$ cat src/design/uartPkg.sv
////////////////////////////////////////
// uart rx shared definitions
// frame, tick and fifo sizes plus the common types
////////////////////////////////////////

package uartPkg;

	////////////////////////////////////////
	// frame and timing
	////////////////////////////////////////

	localparam int dataBits      = 8;   // data bits per frame
	localparam int sbTicks       = 16;  // one stop bit
	localparam int ticksPerBit   = 16;  // oversampling rate
	localparam int clocksPerTick = 4;   // 64 clk per bit

	////////////////////////////////////////
	// receive fifo
	////////////////////////////////////////

	localparam int fifoDepth      = 16;
	localparam int fifoCountWidth = 5;  // holds 0..16

	typedef logic [dataBits-1:0] dataByte_t;  // one received byte

	// status byte: bit0 rxReady, bit1 full, bit2 overrun, rest zero
	typedef logic [7:0] status_t;

	// receiver fsm
	typedef enum logic [1:0]
	{
		stIdle,
		stStart,
		stData,
		stStop
	} rxState_t;

	// host read opcodes, as used by UARTrd and UARTstat
	typedef enum logic
	{
		opReadData,
		opReadStatus
	} hostOp_t;

endpackage

$ cat src/design/baudTickGen.sv
////////////////////////////////////////
// sample tick generator
// one-cycle tick at 16x the bit rate
////////////////////////////////////////

module baudTickGen
(
	input  logic clk,
	input  logic reset,
	output logic sTick
);
	import uartPkg::*;

	logic [1:0] divCnt;  // counts 0..clocksPerTick-1

	always_ff @(posedge clk or posedge reset)
	begin
		if (reset)
		begin
			divCnt <= '0;
		end
		else if (divCnt == 2'(clocksPerTick - 1))
		begin
			divCnt <= '0;  // wrap
		end
		else
		begin
			divCnt <= divCnt + 2'd1;
		end
	end

	// tick on the last count of each period
	assign sTick = (divCnt == 2'(clocksPerTick - 1));

endmodule

$ cat src/design/uartRec.sv
////////////////////////////////////////
// uart receiver
// oversamples rx, assembles lsb-first bytes
////////////////////////////////////////

module uartRec
(
	input  logic               clk,
	input  logic               reset,
	input  logic               sTick,
	input  logic               rx,
	output logic               rxDoneTick,
	output uartPkg::dataByte_t dOut
);
	import uartPkg::*;

	rxState_t  stateReg;
	rxState_t  stateNext;
	logic [3:0] sReg;    // sample tick counter
	logic [3:0] sNext;
	logic [2:0] nReg;    // data bit counter
	logic [2:0] nNext;
	dataByte_t bReg;     // shift register, fills from the top
	dataByte_t bNext;
	dataByte_t dOutReg;  // last complete byte

	////////////////////////////////////////
	// state registers
	////////////////////////////////////////

	always_ff @(posedge clk or posedge reset)
	begin
		if (reset)
		begin
			stateReg <= stIdle;
			sReg     <= '0;
			nReg     <= '0;
		end
		else
		begin
			stateReg <= stateNext;
			sReg     <= sNext;
			nReg     <= nNext;
		end
	end

	always_ff @(posedge clk)
	begin
		bReg <= bNext;
		// capture once the last data bit is in, holds through the next frame
		if (stateReg == stData && stateNext == stStop)
			dOutReg <= bNext;
	end

	////////////////////////////////////////
	// next state logic
	////////////////////////////////////////

	always_comb
	begin
		stateNext  = stateReg;
		sNext      = sReg;
		nNext      = nReg;
		bNext      = bReg;
		rxDoneTick = 1'b0;
		case (stateReg)
			stIdle:
				if (!rx)  // falling edge of the start bit
				begin
					stateNext = stStart;
					sNext     = '0;
				end
			stStart:
				if (sTick)
				begin
					if (sReg == 4'(ticksPerBit / 2 - 1))  // middle of start bit
					begin
						stateNext = stData;
						sNext     = '0;
						nNext     = '0;
					end
					else
						sNext = sReg + 4'd1;
				end
			stData:
				if (sTick)
				begin
					if (sReg == 4'(ticksPerBit - 1))  // middle of a data bit
					begin
						sNext = '0;
						bNext = {rx, bReg[dataBits-1:1]};  // lsb arrives first
						if (nReg == 3'(dataBits - 1))
							stateNext = stStop;
						else
							nNext = nReg + 3'd1;
					end
					else
						sNext = sReg + 4'd1;
				end
			stStop:
				if (sTick)
				begin
					if (sReg == 4'(sbTicks - 1))  // stop level not checked
					begin
						stateNext  = stIdle;
						rxDoneTick = 1'b1;
					end
					else
						sNext = sReg + 4'd1;
				end
			default:
				stateNext = stIdle;
		endcase
	end

	assign dOut = dOutReg;

	// done pulse on a stop tick, assembled byte already on dOut
	assert property (@(posedge clk) disable iff (reset)
		rxDoneTick |-> (stateReg == stStop && sTick && dOut == bReg));

	// bit counter stops at the last bit, never past it
	assert property (@(posedge clk) disable iff (reset)
		(stateReg == stStop) |-> (nReg == 3'(dataBits - 1)));

endmodule

$ cat src/design/rxFifo.sv
////////////////////////////////////////
// receive byte fifo
// 16-deep ring buffer, sticky overrun
////////////////////////////////////////

module rxFifo
(
	input  logic               clk,
	input  logic               reset,
	input  logic               wrEn,
	input  uartPkg::dataByte_t wrData,
	input  logic               pop,
	input  logic               clearOverrun,
	output uartPkg::dataByte_t rdData,
	output logic               empty,
	output logic               full,
	output logic               overrun
);
	import uartPkg::*;

	dataByte_t mem [fifoDepth];
	logic [fifoCountWidth-2:0] wrPtr;  // wraps at fifoDepth
	logic [fifoCountWidth-2:0] rdPtr;
	logic [fifoCountWidth-1:0] count;
	logic doPush;
	logic doPop;

	assign doPush = wrEn && !full;   // byte dropped when full
	assign doPop  = pop && !empty;

	////////////////////////////////////////
	// storage and pointers
	////////////////////////////////////////

	always_ff @(posedge clk)
	begin
		if (doPush)
			mem[wrPtr] <= wrData;
	end

	always_ff @(posedge clk or posedge reset)
	begin
		if (reset)
		begin
			wrPtr   <= '0;
			rdPtr   <= '0;
			count   <= '0;
			overrun <= 1'b0;
		end
		else
		begin
			if (doPush)
				wrPtr <= wrPtr + 1'b1;
			if (doPop)
				rdPtr <= rdPtr + 1'b1;
			case ({doPush, doPop})
				2'b10:   count <= count + 1'b1;
				2'b01:   count <= count - 1'b1;
				default: count <= count;  // both or neither
			endcase
			// a new loss wins over a clear in the same cycle
			if (wrEn && full)
				overrun <= 1'b1;
			else if (clearOverrun)
				overrun <= 1'b0;
		end
	end

	assign rdData = mem[rdPtr];  // head always visible
	assign empty  = (count == '0);
	assign full   = (count == fifoCountWidth'(fifoDepth));

	// host port must not pop an empty fifo
	assert property (@(posedge clk) disable iff (reset) pop |-> !empty);

	assert property (@(posedge clk) disable iff (reset)
		count <= fifoCountWidth'(fifoDepth));

endmodule

$ cat src/design/hostReadPort.sv
////////////////////////////////////////
// host read port
// four-phase req/ack for data and status reads
////////////////////////////////////////

module hostReadPort
(
	input  logic               clk,
	input  logic               reset,
	input  logic               req,
	input  uartPkg::hostOp_t   op,
	output logic               ack,
	output uartPkg::dataByte_t rdata,
	input  uartPkg::dataByte_t fifoData,
	input  logic               empty,
	input  logic               full,
	input  logic               overrun,
	output logic               pop,
	output logic               clearOverrun
);
	import uartPkg::*;

	typedef enum logic
	{
		portIdle,
		portAck
	} portState_t;

	portState_t stateReg;
	logic       accept;      // request taken this cycle
	status_t    statusByte;

	assign accept       = (stateReg == portIdle) && req;
	assign pop          = accept && (op == opReadData) && !empty;
	assign clearOverrun = accept && (op == opReadStatus);
	assign statusByte   = {5'b0, overrun, full, !empty};  // flags before the request
	assign ack          = (stateReg == portAck);

	////////////////////////////////////////
	// handshake
	////////////////////////////////////////

	always_ff @(posedge clk or posedge reset)
	begin
		if (reset)
		begin
			stateReg <= portIdle;
		end
		else
		begin
			case (stateReg)
				portIdle: if (req) stateReg <= portAck;
				portAck:  if (!req) stateReg <= portIdle;  // hold ack while req high
				default:  stateReg <= portIdle;
			endcase
		end
	end

	// read data, latched with the accept edge
	always_ff @(posedge clk)
	begin
		if (accept)
		begin
			if (op == opReadStatus)
				rdata <= statusByte;
			else
				rdata <= empty ? '0 : fifoData;  // empty read returns 0
		end
	end

	assert property (@(posedge clk) disable iff (reset) $rose(ack) |-> $past(req));

	// one pop per handshake
	assert property (@(posedge clk) disable iff (reset) pop |=> (ack && !pop));

endmodule

$ cat src/design/uartRxTop.sv
////////////////////////////////////////
// uart receive path top
// tick gen, receiver, fifo and host port
////////////////////////////////////////

module uartRxTop
(
	input  logic               clk,
	input  logic               reset,
	input  logic               rx,
	input  logic               req,
	input  uartPkg::hostOp_t   op,
	output logic               ack,
	output uartPkg::dataByte_t rdata
);
	import uartPkg::*;

	logic      sTick;
	logic      rxDoneTick;
	dataByte_t rxByte;        // receiver to fifo
	dataByte_t fifoData;      // fifo head
	logic      empty;
	logic      full;
	logic      overrun;
	logic      pop;
	logic      clearOverrun;

	baudTickGen baudTickGen_i (.clk(clk), .reset(reset), .sTick(sTick));

	uartRec uartRec_i (.clk(clk), .reset(reset), .sTick(sTick), .rx(rx),
		.rxDoneTick(rxDoneTick), .dOut(rxByte));

	rxFifo rxFifo_i (.clk(clk), .reset(reset), .wrEn(rxDoneTick), .wrData(rxByte),
		.pop(pop), .clearOverrun(clearOverrun), .rdData(fifoData),
		.empty(empty), .full(full), .overrun(overrun));

	hostReadPort hostReadPort_i (.clk(clk), .reset(reset), .req(req), .op(op),
		.ack(ack), .rdata(rdata), .fifoData(fifoData), .empty(empty), .full(full),
		.overrun(overrun), .pop(pop), .clearOverrun(clearOverrun));

endmodule

$ cat config.mk
export PLATFORM = sky130hd
export DESIGN_NAME = uartRxTop
export DESIGN_NICKNAME = d
export VERILOG_FILES = /design/src/design/uartPkg.sv /design/src/design/baudTickGen.sv /design/src/design/uartRec.sv /design/src/design/rxFifo.sv /design/src/design/hostReadPort.sv /design/src/design/uartRxTop.sv
export SDC_FILE = /design/constraint.sdc
export NUM_CORES = 1
export LEC_CHECK = 0
export ABC_AREA = 1
export BUFFER_PORTS_ARGS = -buffer_cell sky130_fd_sc_hd__buf_2
export CAP_MARGIN = 30
export CELL_PAD_IN_SITES_DETAIL_PLACEMENT = 1
export CELL_PAD_IN_SITES_GLOBAL_PLACEMENT = 1
export CORE_MARGIN = 4
export CORE_UTILIZATION = 54
export DETAILED_ROUTE_END_ITERATION = 12
export PLACE_DENSITY_LB_ADDON = 0.3
export SLEW_MARGIN = 20
export SYNTH_ARGS = -nofsm -noshare
export SYNTH_HDL_FRONTEND = slang
export SYNTH_SLANG_ARGS = --single-unit
$ cat constraint.sdc
create_clock -name clk -period 5.7 [get_ports clk]
set_input_delay 0.57 -clock clk [delete_from_list [all_inputs] [get_ports clk]]
set_output_delay 0.57 -clock clk [all_outputs]
set_load 0.1 [all_outputs]
After elaboration in Yosys (flattened, before gate mapping):

Memories as Yosys holds them, arrays and structs flattened.
Index checks and enable logic that the tools add are counted.

* bits in registers: 50
* bits in writable memories: 128
* input port bits: 5
* output and inout bits: 9
* logic and storage cells: 98
* memories kept: 1

* $add $sub $neg: 7
* eq/ne operators: 19
* muxes and demuxes: 38
* bitwise operators: 2
* reductions and logical operators: 18

Memory list
* rxFifo_i.mem: words 16, bits a word 8, rd ports 1, clocked after Yosys merged registers in 0, wr ports 1, line rxFifo.sv:21 `dataByte_t mem [fifoDepth];`

Operator list (count)
* two-way mux 4 bit: 7
* two-way mux 8 bit: 3
* two-way mux 3 bit: 7
* two-way mux 2 bit: 9
* one-hot mux 4 bit (4 select lines): 1
* != test 2 bit, second input constant: 7
* adder 4 x 1 -> 4 bit, second input constant: 3
* == test 2 bit, second input constant: 5
* one-hot mux 5 bit (2 select lines): 1
* logical AND 1 bit: 8
* two-way mux 1 bit: 8
* one-hot mux 2 bit (4 select lines): 1
* one-hot mux 3 bit (2 select lines): 1
* AND reduction 6 bit: 1
* nonzero test 2 bit: 3
* adder 5 x 1 -> 5 bit, second input constant: 1
* == test 5 bit, second input constant: 1
* zero test 5 bit: 1
* AND reduction 5 bit: 1
* subtractor 5 x 1 -> 5 bit, second input constant: 1
* == test 2 x 1 -> 1 bit, second input constant: 2
* == test 4 x 3 -> 1 bit, second input constant: 1
* == test 4 bit, second input constant: 1
* adder 3 x 1 -> 3 bit, second input constant: 1
* 7 further kinds: 9

Logic depth before layout (Yosys ltp):

Gate-level depths: netlist of run 1.

* depth after elaboration: 7
* gate-level depth with buffers: 17
* depth with buffers taken out: 17

Cells and area by module:

From an unflattened synthesis of run 1, not the netlist that was laid out.

* cell total of the unflattened synthesis: 786
* area total of the unflattened synthesis: 7912.6 sq um

By module, submodules not included
* rxFifo: instances 1, cells an instance 627, area each 6271.0 sq um, seq. area each 4194.0 sq um
* uartRec: instances 1, cells an instance 118, area each 1174.9 sq um, seq. area each 625.6 sq um
* hostReadPort: instances 1, cells an instance 36, area each 396.6 sq um, seq. area each 265.3 sq um
* baudTickGen: instances 1, cells an instance 5, area each 70.1 sq um, seq. area each 50.0 sq um

Worst setup path before layout of run 1:

OpenSTA, ideal clock, no wires.

* kind: flip-flop to flip-flop
* start: reg hostReadPort_i.stateReg (netlist: hostReadPort_i.ack)
* end: reg rxFifo_i.count[4]
* library setup time: 128 ps
* arrival time: 2519 ps
* data required time: 5572 ps
* setup slack: 3053 ps
* stages on the path, launching flop included: 17
* buffers on the path: 0
* clock period less this slack: 2647 ps
* cells stage by stage: dfrtp_1 -> inv_1 -> nand2_1 -> inv_1 -> nand2_1 -> inv_1 -> ha_1 -> xor2_1 -> ha_1 -> inv_1 -> nand2_1 -> nand3_1 -> nand2_1 -> nand2_1 -> nand2_1 -> nand2_1 -> o21ai_0

* longest elaborated chain between the ends: 7
* elaborated cells on any way between the ends: 9
* those cells by class: eq/ne: 2; mux: 1; bitwise: 1; reduce/logical: 5

Ends and longest elaborated chain
* start: declaration: line hostReadPort.sv:29 `portState_t stateReg;`
* start signal: assignment: line hostReadPort.sv:47 `stateReg <= portIdle;`
* start signal: assignment: line hostReadPort.sv:52 `portIdle: if (req) stateReg <= portAck;`
* start signal: assignment: line hostReadPort.sv:53 `portAck: if (!req) stateReg <= portIdle;`
* NOT 1 bit (*)
* logical AND 1 bit (*): line hostReadPort.sv:33 `assign accept = (stateReg == portIdle) && req;`
* logical AND 1 bit (*) (2 in a row): line hostReadPort.sv:34 `assign pop = accept && (op == opReadData) && !empty;`
* logical AND 1 bit (*): line rxFifo.sv:29 `assign doPop = pop && !empty;`
* via rxFifo_i.doPop: line rxFifo.sv:26 `logic doPop;`
* == test 2 x 1 -> 1 bit or == test 2 bit (tied branches): line rxFifo.sv:56 `case ({doPush, doPop})`
* one-hot mux 5 bit (2 select lines) or nonzero test 2 bit (tied branches)
* end signal: assignment: line rxFifo.sv:57 `2'b10: count <= count + 1'b1;`
* end signal: assignment: line rxFifo.sv:58 `2'b01: count <= count - 1'b1;`
* end signal: assignment: line rxFifo.sv:59 `default: count <= count;`
* end: declaration: line rxFifo.sv:24 `logic [fifoCountWidth-1:0] count;`

The timed path passes the listed nets; every way through them passes the cells marked *.
A chain may end at the register's enable or synchronous reset.

Worst setup path after layout of run 1:

* start: reg uartRec_i.sReg[0]
* end: reg rxFifo_i.count[4]

* longest elaborated chain between the ends: 7
* elaborated cells on any way between the ends: 9
* those cells by class: eq/ne: 3; mux: 4; reduce/logical: 2

Ends and longest elaborated chain
* start: declaration: line uartRec.sv:19 `logic [3:0] sReg;`
* start signal: assignment: line uartRec.sv:42 `sReg <= sNext;`
* == test 4 bit (*): line uartRec.sv:103 `if (sReg == 4'(sbTicks - 1))`
* two-way mux 1 bit (*): line uartRec.sv:103
* two-way mux 1 bit (*): line uartRec.sv:101 `if (sTick)`
* two-way mux 1 bit (*): line uartRec.sv:66 `case (stateReg)`
* logical AND 1 bit (*): line rxFifo.sv:28 `assign doPush = wrEn && !full;`
* == test 2 x 1 -> 1 bit or == test 2 bit (tied branches): line rxFifo.sv:56
* one-hot mux 5 bit (2 select lines) or nonzero test 2 bit (tied branches)

Mark *: on every way between the ends. The rest lies on a longest branch, timed or not.

==> summary.md, run 1 <==
| Metric | Value |
|---|---|
| Static leakage | `0.00324 uW` |
| Die area | `0.0157 mm2` |
| Slowest CP cell | `dfrtp_1` |
| Fmax | `0.325 GHz` |
| PortBufs | `13` |
| Storage element area | `0.00513 mm2` |
| GR Util met3 | `4.90%` |
| Hold slack final | `0.194 ns` |
| GRT Overall Usage | `26.1%` |
| Clk network pwr share | `30.2%` |
| Yosys warning count | `0` |
| Power after layout | `3760 uW` |
| First-pass iteration count of the detailed router | `5` |
| Detailed-route wire length | `19.6 mm` |
| CTS root buffer | `clkbuf_16` |
| CTS Buf Count | `17` |
| Slew margin rel. | `38.6%` |
| Cts hold-fix bufs | `0` |
| Drc violations | `0` |
| RSZ-0062 raised after global routing | `no` |
| Top_reg_cell synth | `edfxtp_1` |
| Clock-pin slew on the worst setup and hold paths | `0.07 ns` |
| Clk sinks | `178` |
| Vias in the first global route | `5592` |
| Area Growth Syn to Fin | `10.6%` |
| Final setup skew | `0.00701 ns` |
| Overflow after GRT | `0` |
| Fraction of registers with async set/reset | `14.6%` |
| Max stage delay on crit path | `0.42 ns` |
| Max rail drop VDD | `0.220 mV` |
| Vias after detailed routing | `5014` |
| Seq pwr share | `41.9%` |
| Arr. time, crit path | `3.38 ns` |
| Critical Path RT | `6.00 ns` |
| Run status | `complete, no violations` |
| GP Congestion | `0.848` |
| Post-Syn Instances | `661` |
| Core ar. | `0.0133 mm2` |
| WL/cell | `22.7 um` |
| Met1 Resource Use GR | `30.7%` |
| Fin crit period | `3.07 ns` |
| Setup ws final | `2.63 ns` |
| CP endpoint kind | `flip-flop` |
| Tcrit/Tclk final | `53.9%` |
| Count of cell types in the netlist | `32` |
| Dpl hpwl | `12.4 mm` |
| Ant. Diodes | `0` |
| IO Pins | `14` |
| Via-to-Cell Ratio | `5.80` |
| WP buf/inv | `2` |
| Place WS | `2.76 ns` |
| Width of the die | `125 um` |
| Post-cts resize count | `0` |
| Share of cells above drive strength 1 | `9.30%` |
| CTS tree | `done` |
| Syn avg cell area | `11.3 um2` |
| Max clock buf depth | `2` |
| Cell area power density | `457 mW/mm2` |
| # Post-CTS Setup Buffers | `0` |
| Critical-path cell list | `ha_1, nand2_1, nor3_4, nand2_1, nor2_4, inv_1, ha_1, xor2_1, ha_1, inv_1, nand2_1, nand3_1, nand3_1, nand2_1, nand2_1, o21ai_0` |
| Multi-input gate area | `0.00193 mm2` |
| ANT nets after route | `0` |
| Number of flops mapped to enable cells by yosys | `144` |
| Setup TNS Final | `0 ns` |
| Most common cell after layout, fill and taps aside | `edfxtp_1` |
| Row cnt | `42` |
| Initial core utilization | `55.8%` |
| Fin. Hold Viols | `0` |
| Largest net degree at the start of global routing | `34` |
| Depth of the CTS H-tree | `4` |
| Met2 Use GR | `46.9%` |
| Logic pwr share | `27.9%` |
| Die extent in y | `125 um` |
| Flop-to-flop setup slack | `2.63 ns` |
| First-pass GRT wire length | `30.9 mm` |
| Top cells by area, synth | `edfxtp_1, dfrtp_1, nand2_1` |
| Hold Path Class | `in2async` |
| Syn Std Cell Area | `0.00744 mm2` |
| Fillers | `1380` |
| Maxcap violations | `0` |
| CP Launch Type | `flip-flop` |
| Busiest grt layer | `met2` |
| P_int | `2400 uW` |
| Initial antenna violation count | `0` |
| Slew Limit Fails | `0` |
| Seq/Total Area, Yosys | `69.0%` |
| Syn_nets | `678` |
| Cell mode on critical path | `nand2_1` |
| Worst Path Class, Setup | `reg2reg` |
| Final Net Count | `692` |
| Largest area contributor in the synthesized netlist | `edfxtp_1` |
| Endpoints failing setup | `0` |
| Skew-Pair Late Insertion Delay | `0.43 ns` |
| Actual slew at the worst max-slew pin | `0.917 ns` |
| Most frequent cells in the layout | `edfxtp_1, nand2_1, nor2_1, inv_1, o21ai_0` |
| Switching power total | `1360 uW` |
| Starting DRT DRC Count | `595` |
| Cell family with most CP delay | `simple AND/OR/NAND/NOR gates` |
| Max FO, Critical Path | `9` |
| Sw Share | `36.2%` |
| #FFs+latches synth | `178` |
| Core Util, Final | `61.7%` |
| Yosys top cell area share | `58.1%` |
-- cell usage after synthesis, types with 2 or more instances --
cell	number
o211ai_1	9
clkbuf_1	6
dfxtp_1	8
nand3_1	46
buf_4	2
edfxtp_1	144
or2_2	12
nand4_1	2
xor2_1	8
inv_1	69
nand3b_1	5
dfrtp_1	26
nor3_1	2
a211oi_1	5
a21oi_1	21
buf_2	14
ha_1	12
nor2_1	71
o21ai_0	60
nand2_1	127
-- final cells by class --
type | instances | area share [%]
Inverter | 71 | 3.24
Sequential cell | 178 | 62.4
Tap cell | 176 | 2.67
Clock buffer | 17 | 5.17
Timing Repair Buffer | 17 | 1.34
Clock inverter | 15 | 1.73
Multi-Input combinational cell | 390 | 23.5
-- cell families (layout without fill, tap and decap cells) --
group	Yosys count	after routing	synth area share (%)
XOR/XNOR	9	9	1.06
adder cells (fa/ha/maj)	12	12	2.02
buffers and inverters	93	120	5.03
multiplexers	1	1	0.151
AND/OR/NAND/NOR	269	269	15.5
AO/OA/AOI/OAI	99	99	7.26
flip-flops	178	178	69.0
-- final timing paths --
kind                                            to  cells after the start               startpoint
max                              rxFifo_i.count[4]                     16        uartRec_i.sReg[0]
min                              rxFifo_i.rdPtr[3]                      2                    reset
max reg2reg                      rxFifo_i.count[4]                     16        uartRec_i.sReg[0]
min reg2reg                baudTickGen_i.divCnt[0]                      1  baudTickGen_i.divCnt[0]
max in group asynchronous    uartRec_i.stateReg[0]                      3                    reset
min in group clk                hostReadPort_i.ack                      1                      req
-- power groups by stage --
stage,Combinational [uW],Clock (uW),Sequential (uW)
global placement,931,0,1590
CTS,1050,1140,1570
global route,1160,1210,1580
floorplan,685,0,1620
detailed placement,1010,0,1600
finish,1050,1130,1580
-- per-stage QoR --
step	cells	instance area (um2)
6_report	864	8230
5_1_grt	864	8230
4_1_cts	864	8230
3_5_place_dp	832	7670
3_3_place_gp	830	7640
2_1_floorplan	661	7440
-- flip-flops by register name, summed over array words and instances, names as in the netlist --
register / flops
hostReadPort_i.rdata: 8
rxFifo_i.overrun: 1
uartRec_i.bReg: 8
uartRec_i.sReg: 4
rxFifo_i.wrPtr: 4
uartRec_i.nReg: 3
uartRec_i.stateReg: 2
rxFifo_i.rdPtr: 4
baudTickGen_i.divCnt: 2
rxFifo_i.count: 5
rxFifo_i.mem: 128
hostReadPort_i.ack: 1
uartRec_i.dOut: 8
-- routing by layer --
metal / share of wire (%) / wire length, um
met1: 39 / 7590
met2: 53 / 10400
met3: 5.2 / 1020
met4: 3.2 / 625
met5: 0 / 0
No activity file was read; power rests on OpenSTA's default activity.
==> run 2: changes to the inputs <==
CORE_UTILIZATION = 46   (was 54)
clock period = 2.5 ns   (was 5.7 ns; I/O delays follow)
==> run 2 against run 1 <==
  * Routed wire length decreased by 1.5%
  * Combinational power increased to 2.5 times the previous value
  * Count of clock-buffer cells in the layout increased by 3
  * Sequential cell count unchanged
  * Setup slack got worse by 2.5 ns
  * Power increased by 140%
  * Register-to-register slack got worse by 2.5 ns
  * Via count increased by 1.5%
  * Worst hold slack got worse by 0.028 ns
  * Sequential power increased by 120%
  * Critical endpoint unchanged
  * Largest cell class unchanged
==> summary.md, run 2 (synthesis results as in run 1) <==
| Metric | Value |
|---|---|
| Static leakage | `0.00345 uW (+6.4%)` |
| PortBufs | `13 (unchanged)` |
| Overflow after GRT | `0 (unchanged)` |
| Largest net degree at the start of global routing | `27 (-21%)` |
| Share of cells above drive strength 1 | `15.6% (+6.3 points)` |
| Maxcap violations | `0 (unchanged)` |
| Final setup skew | `0.0114 ns (+0.00441 ns)` |
| CP startpoint | `uartRec_i.sReg[1]` |
| Initial antenna violation count | `0 (unchanged)` |
| Fin crit period | `2.37 ns (-0.708 ns)` |
| IO Pins | `14 (unchanged)` |
| CTS root buffer | `clkbuf_16` |
| Initial core utilization | `46.9% (-8.9 points)` |
| Skew-Pair Late Insertion Delay | `0.43 ns (about the same)` |
| Hold slack final | `0.166 ns (-0.0281 ns)` |
| Critical Path RT | `2.85 ns (-3.15 ns)` |
| First-pass GRT wire length | `30.1 mm (-2.6%)` |
| Flop-to-flop setup slack | `0.13 ns (-2.49 ns)` |
| Most common cell after layout, fill and taps aside | `edfxtp_1` |
| Clock-pin slew on the worst setup and hold paths | `0.07 ns (about the same)` |
| Clk network pwr share | `29.8% (-0.4 points)` |
| Worst Path Class, Setup | `reg2reg` |
| Seq pwr share | `40.0% (-1.9 points)` |
| P_int | `5740 uW (+140%)` |
| Core ar. | `0.0159 mm2 (+19%)` |
| Clk sinks | `178 (unchanged)` |
| WL/cell | `20.5 um (-9.7%)` |
| GRT Overall Usage | `22.1% (-4.1 points)` |
| Largest register by flop count | `rxFifo_i.mem` |
| GP Congestion | `0.850 (+0.18%)` |
| Max FO, Critical Path | `5 (-4)` |
| Placed Area | `0.00795 mm2 (+3.7%)` |
| Worst r2r src | `uartRec_i.sReg[1]` |
| First-pass iteration count of the detailed router | `5 (unchanged)` |
| Detailed-route wire length | `19.3 mm (-1.5%)` |
| Vias after detailed routing | `5088 (+1.5%)` |
| Row cnt | `46 (+9.5%)` |
| Fin. Hold Viols | `0 (unchanged)` |
| Reg2reg path depth | `17 (+1)` |
| CP endpoint kind | `flip-flop` |
| Actual slew at the worst max-slew pin | `0.762 ns (-0.156 ns)` |
| Max rail drop VDD | `0.551 mV (+150%)` |
| Tcrit/Tclk final | `94.7% (+41 points)` |
| Final Net Count | `730 (+5.5%)` |
| Slew margin rel. | `49.2% (+11 points)` |
| Storage element area | `0.00514 mm2 (about the same)` |
| Endpoints failing setup | `0 (unchanged)` |
| Switching power total | `3100 uW (+130%)` |
| Hold Path Class | `in2reg` |
| Die area | `0.0183 mm2 (+16%)` |
| Width of the die | `135 um (+7.8%)` |
| Starting DRT DRC Count | `391 (-34%)` |
| Die extent in y | `135 um (+7.8%)` |
| CTS Buf Count | `17 (unchanged)` |
| Dpl hpwl | `12.6 mm (+2.4%)` |
| R2r endpoint | `rxFifo_i.count[4]` |
| Cell area power density | `1020 mW/mm2 (+120%)` |
| Drc violations | `0 (unchanged)` |
| Fillers | `1698 (+23%)` |
| Arr. time, crit path | `2.72 ns (-0.66 ns)` |
| Most frequent cells in the layout | `edfxtp_1, nand2_1, nor2_1, inv_1, o21ai_0` |
| Slew Limit Fails | `0 (unchanged)` |
| Place WS | `-0.114 ns (-2.87 ns)` |
| Max clock buf depth | `2 (unchanged)` |
| Core Util, Final | `54.4% (-7.3 points)` |
| Post-route design area | `0.00864 mm2 (+5.0%)` |
| Max reg flops | `128 (unchanged)` |
| ANT nets after route | `0 (unchanged)` |
| Area Growth Syn to Fin | `16.1%` |
| Post-Layout Cell Count | `942 (+9.0%)` |
| Via-to-Cell Ratio | `5.40 (-6.9%)` |
| Worst setup endpoint | `rxFifo_i.count[4]` |
| DP Cell Count | `903 (+8.5%)` |
| Run status | `complete, no violations` |
| Fmax | `0.423 GHz (+30%)` |
| Depth of the CTS H-tree | `4 (unchanged)` |
| Setup ws final | `0.133 ns (-2.49 ns)` |
| Logic pwr share | `30.2% (+2.3 points)` |
| Vias in the first global route | `5422 (-3.0%)` |
| Ant. Diodes | `0 (unchanged)` |
| CTS tree | `done` |
| Multi-input gate area | `0.00200 mm2 (+3.2%)` |
| Sw Share | `35.1% (-1.2 points)` |
| CP Launch Type | `flip-flop` |
==> run 2: cell count changes in the layout (fill, tap and decap cells not counted), sizes merged <==
cell         previous run  this run
clkbuf                 17        20
bufinv                  2         3
dlygate4sd3             0         2
buf                    17        53
clkinvlp                4         0
==> run 2: worst max-delay path, stage by stage, from the launching register on <==
cell and delay, ns:
dfrtp_1 0.41, ha_4 0.17, nand2_2 0.09, nor3_4 0.21
nand2_2 0.12, nor2_4 0.10, inv_2 0.06, ha_4 0.16
buf_4 0.15, nand2_1 0.10, inv_2 0.08, nor2_4 0.17
nand3_2 0.10, nand2_1 0.10, nand2_1 0.06, nand2_1 0.06
nand2_1 0.04, o21ai_1 0.08
==> run 2: worst min-delay path by stage <==
stage / startpoint / to / slack [ns] / cells past startpoint
after global placement: reset / uartRec_i.sReg[3] / 0.33 / 3
after detailed placement: reset / uartRec_i.stateReg[1] / 0.34 / 3
after global routing: op / hostReadPort_i.rdata[1] / 0.16 / 3
after floorplan: req / hostReadPort_i.ack / 0.28 / 0
final: op / hostReadPort_i.rdata[1] / 0.17 / 3
after CTS: op / hostReadPort_i.rdata[1] / 0.16 / 3
==> run 2: final cells by class <==
type                            instances  share of cell area (%)
Sequential cell                       178                    59.4
Multi-Input combinational cell        390                    23.1
Clock buffer                           20                    5.05
Clock inverter                         12                    1.61
Tap cell                              216                    3.13
Inverter                               71                    3.08
Timing Repair Buffer                   55                    4.60
==> run 2: per-layer routing <==
metal,global-route usage (%),share of wire [%],vias up
li1,-,-,2354
met1,28.1,42,2598
met2,38.5,52,104
met3,3.71,3.6,32
met4,7.39,2.4,0
met5,0,0,-
==> run 2: power groups by stage <==
| stage | Sequential, uW | Clock [uW] | Combinational, uW |
|---|---|---|---|
| 2_1_floorplan | 3690 | 0 | 1560 |
| 3_3_place_gp | 3550 | 0 | 2390 |
| 3_5_place_dp | 3570 | 0 | 2510 |
| 4_1_cts | 3520 | 2670 | 2600 |
| 5_1_grt | 3550 | 2820 | 2950 |
| 6_report | 3530 | 2640 | 2670 |
==> run 2: what timing repair did <==
action                                 4_1_cts  5_1_grt
endpoints found under the hold margin       27        0
setup endpoints to repair                    3        3
hold buffers                                 2        0
pin swaps                                    0        5
gates resized for setup                      5       15
setup buffers                                2        3
==> run 2: per-stage QoR <==
step	setup TNS (ns)	total power, uW
final	0	8840
after global routing	-0.00551	9310
after CTS	0	8790
after detailed placement	-0.200	6090
after global placement	0	5940
after floorplan	0	5250
